### src/verilog/mel_pkg.sv
`default_nettype none

package mel_pkg;

    localparam int n_bins     = 64;     // bins per frame
    localparam int n_bands    = 8;      // bands leaving per frame
    localparam int weight_one = 32768;  // q15 unity, filter peak
    localparam int power_w    = 32;
    localparam int weight_w   = 16;
    localparam int energy_w   = 32;
    localparam int log_w      = 16;
    localparam int q_frac     = 15;     // fraction bits of a weight
    localparam int log_frac   = 3;      // fraction bits of a log value

    typedef logic [5:0]          bin_idx_t;
    typedef logic [3:0]          band_idx_t;
    typedef logic [power_w-1:0]  power_t;
    typedef logic [weight_w-1:0] weight_t;
    typedef logic [energy_w-1:0] energy_t;
    typedef logic [log_w-1:0]    log_t;   // 8 * log2

    //////////////////////////////////////////////////
    // rising ramps, each ending on unity
    // boundaries at 3 7 12 18 25 33 42 52 63
    //////////////////////////////////////////////////
    localparam weight_t weight_table [n_bins] = '{
        16'd8192,  16'd16384, 16'd24576, 16'd32768,                      // L=4
        16'd8192,  16'd16384, 16'd24576, 16'd32768,                      // L=4
        16'd6554,  16'd13107, 16'd19661, 16'd26214, 16'd32768,           // L=5
        16'd5461,  16'd10923, 16'd16384, 16'd21845, 16'd27307,
        16'd32768,                                                       // L=6
        16'd4681,  16'd9362,  16'd14043, 16'd18725, 16'd23406,
        16'd28087, 16'd32768,                                            // L=7
        16'd4096,  16'd8192,  16'd12288, 16'd16384, 16'd20480,
        16'd24576, 16'd28672, 16'd32768,                                 // L=8
        16'd3641,  16'd7282,  16'd10923, 16'd14564, 16'd18204,
        16'd21845, 16'd25486, 16'd29127, 16'd32768,                      // L=9
        16'd3277,  16'd6554,  16'd9830,  16'd13107, 16'd16384,
        16'd19661, 16'd22938, 16'd26214, 16'd29491, 16'd32768,           // L=10
        16'd2979,  16'd5958,  16'd8937,  16'd11916, 16'd14895,
        16'd17873, 16'd20852, 16'd23831, 16'd26810, 16'd29789,
        16'd32768                                                        // L=11
    };

endpackage

`default_nettype wire

### src/verilog/stream_pkg.sv
`default_nettype none

package stream_pkg;

    // one spectrum bin on the input stream
    typedef struct packed {
        mel_pkg::power_t power;
    } bin_beat_t;

    // decode to execute
    typedef struct packed {
        mel_pkg::power_t  power;
        mel_pkg::energy_t product;    // (power * weight) >> 15
        logic             boundary;   // weight is unity
        logic             frame_end;  // bin 63
    } weighted_beat_t;

    // execute to result, one per boundary
    typedef struct packed {
        mel_pkg::energy_t energy;
        logic             frame_end;
    } band_beat_t;

    // band 0 sits in the low word
    typedef struct packed {
        mel_pkg::log_t [mel_pkg::n_bands-1:0] band;
    } frame_result_t;

endpackage

`default_nettype wire

### src/verilog/mel_weight_seq.sv
`timescale 1ns/1ps
`default_nettype none

module mel_weight_seq (
    input  logic                       clk,
    input  logic                       reset,
    input  logic                       in_valid,
    input  stream_pkg::bin_beat_t      in_beat,
    output logic                       out_valid,
    output stream_pkg::weighted_beat_t out_beat
);

    mel_pkg::bin_idx_t bin_cnt;   // position inside the frame
    mel_pkg::weight_t  weight;
    logic [mel_pkg::power_w+mel_pkg::weight_w-1:0] full_prod;

    assign weight    = mel_pkg::weight_table[bin_cnt];
    assign full_prod = in_beat.power * weight;

    always_ff @(posedge clk) begin
        if (reset) begin
            out_valid <= 1'b0;
            bin_cnt   <= '0;
        end else begin
            out_valid <= in_valid;
            if (in_valid)
                bin_cnt <= bin_cnt + 1'b1;  // wraps to 0 after bin 63
        end
    end

    // payload, only loaded on an accepted bin
    always_ff @(posedge clk) begin
        if (in_valid) begin
            out_beat.power     <= in_beat.power;
            out_beat.product   <= mel_pkg::energy_t'(full_prod >> mel_pkg::q_frac);
            out_beat.boundary  <= (weight == mel_pkg::weight_t'(mel_pkg::weight_one));
            out_beat.frame_end <= (bin_cnt == mel_pkg::bin_idx_t'(mel_pkg::n_bins - 1));
        end
    end

    //////////////////////////////////////////////////
    // checks
    //////////////////////////////////////////////////

    // counter returns to bin 0 only on the beat that closes the frame
    wrap_after_frame_end: assert property (@(posedge clk) disable iff (reset)
        (!$past(reset) && $past(bin_cnt) == mel_pkg::bin_idx_t'(mel_pkg::n_bins - 1)
            && bin_cnt == '0)
        |-> (out_valid && out_beat.frame_end));

endmodule

`default_nettype wire

### src/verilog/mel_accumulate.sv
`timescale 1ns/1ps
`default_nettype none

module mel_accumulate (
    input  logic                       clk,
    input  logic                       reset,
    input  logic                       in_valid,
    input  stream_pkg::weighted_beat_t in_beat,
    output logic                       out_valid,
    output stream_pkg::band_beat_t     out_beat
);

    //////////////////////////////////////////////////
    // product register
    //////////////////////////////////////////////////

    logic                       p_valid;
    stream_pkg::weighted_beat_t p_beat;

    always_ff @(posedge clk) begin
        if (reset)
            p_valid <= 1'b0;
        else
            p_valid <= in_valid;
    end

    always_ff @(posedge clk) begin
        if (in_valid)
            p_beat <= in_beat;
    end

    //////////////////////////////////////////////////
    // rising and falling sums
    //////////////////////////////////////////////////

    mel_pkg::energy_t rise_sum;   // left side of the next filter
    mel_pkg::energy_t fall_sum;   // right side of the current filter
    mel_pkg::energy_t inverse;    // power minus weighted power
    mel_pkg::energy_t rise_next;

    assign inverse   = p_beat.power - p_beat.product;
    assign rise_next = rise_sum + p_beat.product;

    always_ff @(posedge clk) begin
        if (reset) begin
            rise_sum  <= '0;
            fall_sum  <= '0;
            out_valid <= 1'b0;
        end else begin
            out_valid <= p_valid && p_beat.boundary;
            if (p_valid) begin
                if (p_beat.boundary) begin
                    rise_sum <= '0;
                    fall_sum <= rise_next;  // peak bin closes the rising side
                end else begin
                    rise_sum <= rise_next;
                    fall_sum <= fall_sum + inverse;
                end
            end
        end
    end

    // band leaves with the falling sum as it stood
    always_ff @(posedge clk) begin
        if (p_valid && p_beat.boundary) begin
            out_beat.energy    <= fall_sum;
            out_beat.frame_end <= p_beat.frame_end;
        end
    end

    //////////////////////////////////////////////////
    // checks
    //////////////////////////////////////////////////

    // every band traces back to a unity weight two edges earlier
    band_from_boundary: assert property (@(posedge clk) disable iff (reset)
        out_valid |-> ($past(in_valid, 2) && $past(in_beat.boundary, 2)));

endmodule

`default_nettype wire

### src/verilog/mel_band_collect.sv
`timescale 1ns/1ps
`default_nettype none

module mel_band_collect (
    input  logic                      clk,
    input  logic                      reset,
    input  logic                      in_valid,
    input  stream_pkg::band_beat_t    in_beat,
    output logic                      m_valid,
    input  logic                      m_ready,
    output stream_pkg::frame_result_t m_data,
    output logic                      frame_done
);

    typedef enum logic {
        collect,
        hold
    } state_t;

    state_t             state;
    mel_pkg::band_idx_t band_cnt;   // emissions seen this frame, first is dropped
    logic [2:0]         band_slot;
    mel_pkg::log_t      band_log;

    //////////////////////////////////////////////////
    // log conversion
    //////////////////////////////////////////////////

    // 8 * msb index plus the three bits under it
    function automatic mel_pkg::log_t log_of(mel_pkg::energy_t e);
        logic [4:0]                   p;
        logic [mel_pkg::log_frac-1:0] frac;
        p    = '0;
        frac = '0;
        for (int i = 0; i < mel_pkg::energy_w; i++) begin
            if (e[i])
                p = 5'(i);
        end
        if (p >= 5'(mel_pkg::log_frac))
            frac = mel_pkg::log_frac'(e >> (p - 5'(mel_pkg::log_frac)));
        if (e == '0)
            return '0;
        return mel_pkg::log_t'({p, frac});
    endfunction

    assign band_log  = log_of(in_beat.energy);
    assign band_slot = 3'(band_cnt - 1'b1);
    assign m_valid   = (state == hold);

    //////////////////////////////////////////////////
    // frame FSM
    //////////////////////////////////////////////////

    always_ff @(posedge clk) begin
        if (reset) begin
            state      <= collect;
            band_cnt   <= '0;
            frame_done <= 1'b0;
        end else begin
            frame_done <= 1'b0;
            case (state)
                collect: begin
                    if (in_valid) begin
                        if (in_beat.frame_end) begin
                            band_cnt <= '0;
                            state    <= hold;
                        end else begin
                            band_cnt <= band_cnt + 1'b1;
                        end
                    end
                end
                hold: begin
                    if (m_ready) begin   // handshake
                        state      <= collect;
                        frame_done <= 1'b1;
                    end
                end
                default: state <= collect;
            endcase
        end
    end

    // result words, only written while collecting
    always_ff @(posedge clk) begin
        if (state == collect && in_valid && band_cnt != '0)
            m_data.band[band_slot] <= band_log;
    end

    //////////////////////////////////////////////////
    // checks
    //////////////////////////////////////////////////

    result_stable: assert property (@(posedge clk) disable iff (reset)
        (m_valid && !m_ready) |=> (m_valid && $stable(m_data)));

    // input is closed while a frame waits, so nothing can land here
    no_band_in_hold: assert property (@(posedge clk) disable iff (reset)
        (state == hold) |-> !in_valid);

endmodule

`default_nettype wire

### src/verilog/mel_filter_bank.sv
`timescale 1ns/1ps
`default_nettype none

module mel_filter_bank (
    input  logic                      clk,
    input  logic                      reset,
    input  logic                      s_valid,
    output logic                      s_ready,
    input  stream_pkg::bin_beat_t     s_data,
    output logic                      m_valid,
    input  logic                      m_ready,
    output stream_pkg::frame_result_t m_data
);

    logic                       accept;
    logic                       last_accept;   // bin 63 taken
    logic                       frame_pending;
    logic                       frame_done;
    mel_pkg::bin_idx_t          accept_cnt;
    logic                       dec_valid;
    stream_pkg::weighted_beat_t dec_beat;
    logic                       acc_valid;
    stream_pkg::band_beat_t     acc_beat;

    assign accept      = s_valid && s_ready;
    assign last_accept = accept && (accept_cnt == mel_pkg::bin_idx_t'(mel_pkg::n_bins - 1));

    //////////////////////////////////////////////////
    // input flow control
    //////////////////////////////////////////////////

    always_ff @(posedge clk) begin
        if (reset) begin
            s_ready       <= 1'b0;
            frame_pending <= 1'b0;
            accept_cnt    <= '0;
        end else begin
            if (accept)
                accept_cnt <= accept_cnt + 1'b1;
            if (last_accept) begin
                s_ready       <= 1'b0;   // closed until the result is taken
                frame_pending <= 1'b1;
            end else if (frame_done) begin
                s_ready       <= 1'b1;
                frame_pending <= 1'b0;
            end else begin
                s_ready <= !frame_pending;
            end
        end
    end

    mel_weight_seq u_weight_seq (
        .clk       (clk),
        .reset     (reset),
        .in_valid  (accept),
        .in_beat   (s_data),
        .out_valid (dec_valid),
        .out_beat  (dec_beat)
    );

    mel_accumulate u_accumulate (
        .clk       (clk),
        .reset     (reset),
        .in_valid  (dec_valid),
        .in_beat   (dec_beat),
        .out_valid (acc_valid),
        .out_beat  (acc_beat)
    );

    mel_band_collect u_band_collect (
        .clk        (clk),
        .reset      (reset),
        .in_valid   (acc_valid),
        .in_beat    (acc_beat),
        .m_valid    (m_valid),
        .m_ready    (m_ready),
        .m_data     (m_data),
        .frame_done (frame_done)
    );

    // m_valid goes high on the third edge after the one that takes bin 63
    frame_latency: assert property (@(posedge clk) disable iff (reset)
        last_accept |-> ##4 $rose(m_valid));

endmodule

`default_nettype wire

### config.mk
export PLATFORM = sky130hd
export DESIGN_NAME = mel_filter_bank
export DESIGN_NICKNAME = d
export VERILOG_FILES = /design/src/verilog/mel_pkg.sv /design/src/verilog/stream_pkg.sv /design/src/verilog/mel_weight_seq.sv /design/src/verilog/mel_accumulate.sv /design/src/verilog/mel_band_collect.sv /design/src/verilog/mel_filter_bank.sv
export SDC_FILE = /design/constraint.sdc
export NUM_CORES = 2
export LEC_CHECK = 0
export CAP_MARGIN = 0
export CORE_MARGIN = 4
export CORE_UTILIZATION = 32
export CTS_BUF_LIST = sky130_fd_sc_hd__clkbuf_4 sky130_fd_sc_hd__clkbuf_8
export CTS_CLUSTER_SIZE = 24
export DETAILED_ROUTE_END_ITERATION = 7
export DONT_BUFFER_PORTS = 1
export GPL_ROUTABILITY_DRIVEN = 0
export GPL_TIMING_DRIVEN = 0
export SYNTH_ARGS = -nofsm -noshare
export SYNTH_HDL_FRONTEND = slang
export SYNTH_HIERARCHICAL = 1
export SYNTH_SLANG_ARGS = --single-unit
### constraint.sdc
create_clock -name clk -period 21.4 [get_ports clk]
set_input_delay 4.28 -clock clk [delete_from_list [all_inputs] [get_ports clk]]
set_output_delay 4.28 -clock clk [all_outputs]
set_load 0.01 [all_outputs]
==> results.txt <==
Placeable Area: 104000 um^2
leakage power: 0.0157 uW
vias in the first global route: 25500
slowest cell on the critical path: fa_1
Max IR drop VDD: 0.0467 mV
fin nets: 4338
die area: 111000 um^2
fin area: 37100 um^2
Layout Skew: 0.0378 ns
vias per cell: 5.01
PortBufs: 0
max_cap viols: 1
Post-DP HPWL: 76.3 mm
1st-iter DRT viols: 1966
ys async rst share: 0%
RSZ-0062 raised after global routing: no
die width: 333 um
Total GRT Usage: 17.2%
Slew Limit Fails: 7
Worst slew margin: -0.794%
Routed WL: 96.8 mm
Hold WS: 0.412 ns
arrival time worst endpoint: 10.96 ns
min cycle time layout: 10.58 ns
Clock Tree Buf Depth: 3
CTS tree: yes
setup tns final: 0 ns
Register Area: 8620 um^2
# hold bufs at CTS: 0
reg2reg setup slack: 10.94 ns
EDFF count, synth: 229
Pwr per Cell Area: 44.8 nW/um^2
Hold Crit Class: reg -> reg
Synth area leaders: fa_1, edfxtp_1, ha_1, inv_1, dfxtp_1
syn avg cell area: 9.55 um^2
post-cts gate resize count: 0
Vias: 25500
max incr delay on CP: 0.59 ns
Rows: 118
final hold vios: 0
Setup CP Type: in -> reg
Hold EP: u_accumulate/p_beat[65]$_DFFE_PP_
failing checks: max-capacitance violations, max-slew violations
Tcrit/Tclk final: 49.4%
CTS H-tree lvls: 2
Post-route DRC: 0
Antenna Nets Post-Route: 0
Clock Latency Late Sink: 0.65 ns
register area share after synthesis: 25.5%
first-pass GRT wire length: 150 mm
worst reg2reg path endpoint: u_weight_seq/out_beat[33]$_DFFE_PP_
Cell Area, Synth: 33800 um^2
pin count of the biggest net entering global routing: 68
antenna violations before repair: 5
hold_sp: u_weight_seq/out_beat[65]$_DFFE_PP_
FILL cells: 10700
WP data required: 21.78 ns
gate count of the mapped netlist: 3539
Area growth syn-to-layout: 9.85%
crit end category: register
final setup fails: 0
grt total ovfl: 0
peak fanout along the critical path: 10
io pins: 166
Reg2Reg Depth: 31
CP most frequent cell: fa_1
post-synthesis register bit count: 316
WHS Path Cells: 0
synth unique cells: 110
dpl cell area: 35800 um^2
Yosys Warn Count: 6
Most used DFF post-synth: edfxtp_1
share of cells above drive strength 1: 6.91%
startpoint types: input pin
outcome: finished with violations
launch point of the worst reg-to-reg path: u_weight_seq/bin_cnt[1]$_SDFFE_PP0P_
max frequency: 94.5 MHz
largest area contributor in the netlist: fa_1
Initial Util: 32.4%
top-area cell type share of the netlist area: 26.5%
drt first pass iters: 5
Clk pin slew, worst setup/hold paths: 0.07 ns
worst path cell trace: clkbuf_1, nand2_1, fa_1, inv_1, fa_1, fa_1, fa_1, fa_1, inv_1, fa_1, inv_1, ha_1, buf_2, a21o_1, a21o_1, a2111oi_2, o21ai_0, and4b_1, a21oi_2, o21ai_1, a21oi_1, xnor2_1
clk sinks: 316
area taken by multi-input logic gates: 22100 um^2
Least-Margin Pin Slew: 1.51 ns
clk root buf: clkbuf_8
Inserted Clock Buffers: 54
post-DR wirelength/cell: 19.0 um
Post-CTS Setup Inserts: 0
Die Ht: 333 um
## cells by family after synthesis
logic type	share of synthesized area, %
AND/OR/NAND/NOR	15.3
buffers and inverters	9.82
adder cells (fa/ha/maj)	33.7
AO/OA/AOI/OAI	11.1
flip-flops	25.5
XOR/XNOR	2.64
multiplexers	1.99
other	0.0111
## per-layer routing
layer  routed length [um]  up-vias  track usage [%]
li1                     -    11700                -
met1                41200    12500             23.1
met2                43500     1107             27.4
met3                 7630      206             3.29
met4                 4520        0             6.87
met5                    0        -                0
## registers in the layout, summed over array words and instances (netlist names)
signal / flops
u_weight_seq/out_beat: 66
u_accumulate/out_valid: 1
u_band_collect/band_cnt: 4
u_band_collect/frame_done: 1
u_band_collect/m_valid: 1
u_accumulate/rise_sum: 32
u_accumulate/fall_sum: 32
frame_pending: 1
u_accumulate/p_beat: 66
u_band_collect/m_data: 64
u_accumulate/p_valid: 1
u_weight_seq/bin_cnt: 6
u_weight_seq/out_valid: 1
u_accumulate/out_beat: 33
accept_cnt: 6
s_ready: 1
## through the flow
stage               cells  power [uW]  util, %  setup WS, ns
floorplan            3602         949        -         11.28
global placement     4982        1040     34.3         10.29
detailed placement   4984        1040     34.4         10.26
CTS                  5085        1680     35.6         10.95
global route         5087        1760     35.6         10.66
finish               5089        1660     35.6         10.82
## layout make-up
| class | instances | area share, % |
|---|---|---|
| Tap cell | 1380 | 4.65 |
| Multi-Input combinational cell | 2480 | 59.6 |
| Timing Repair Buffer | 3 | 0.148 |
| Sequential cell | 316 | 23.2 |
| Clock inverter | 30 | 0.978 |
| Buffer | 231 | 3.13 |
| Antenna cell | 3 | 0.0202 |
| Clock buffer | 71 | 2.41 |
| Inverter | 575 | 5.82 |
## worst max-delay path, delay by kind of cell
kind / cells / cell delay, ns
buffers and inverters: 5 / 0.88
AND/OR/NAND/NOR: 2 / 0.46
AO/OA/AOI/OAI: 7 / 1.91
adder cells (fa/ha/maj): 7 / 3.33
XOR/XNOR: 1 / 0.09
## how the worst max path moves through the flow
stage	start	slack [ns]	end	depth (start not counted)
after floorplan	s_data[18]	11.28	u_weight_seq/out_beat[33]$_DFFE_PP_	22
after global placement	s_data[8]	10.29	u_weight_seq/out_beat[33]$_DFFE_PP_	22
after detailed placement	s_data[16]	10.26	u_weight_seq/out_beat[33]$_DFFE_PP_	22
after CTS	s_data[12]	10.95	u_weight_seq/out_beat[33]$_DFFE_PP_	22
after global routing	u_weight_seq/bin_cnt[1]$_SDFFE_PP0P_	10.66	u_weight_seq/out_beat[33]$_DFFE_PP_	31
final	s_data[8]	10.82	u_weight_seq/out_beat[33]$_DFFE_PP_	22
## cell usage after synthesis, types with 30 or more instances
library cell / number
and2_1: 131
nand2_1: 439
mux2i_1: 31
xnor2_1: 58
o21ai_0: 99
dfxtp_1: 87
a21o_1: 32
clkbuf_1: 136
nor3_1: 30
nor2b_1: 117
buf_4: 66
inv_1: 571
edfxtp_1: 229
fa_1: 448
a211oi_1: 39
ha_1: 193
nand2b_1: 34
xor2_1: 42
a21oi_1: 170
nor2_1: 162
## report_power, final
part           switching (uW)  leakage (uW)  total [uW]  internal [uW]
registers                11.0       0.00276         689            678
logic                     215        0.0123         349            134
clock network             258      0.000640         623            364
total                     485        0.0157        1660           1180
## placed cells by master, fill, tap and decap left out, types with 64 or more instances in the layout
| master | instances |
|---|---|
| inv_1 | 570 |
| clkbuf_1 | 136 |
| o21ai_0 | 99 |
| conb_1 | 64 |
| dfxtp_1 | 86 |
| nor2b_1 | 117 |
| fa_1 | 448 |
| edfxtp_1 | 229 |
| nand2_1 | 439 |
| ha_1 | 193 |
| and2_1 | 131 |
| buf_4 | 67 |
| a21oi_1 | 170 |
| nor2_1 | 162 |
Note: power is estimated with default switching activity, not from simulation.
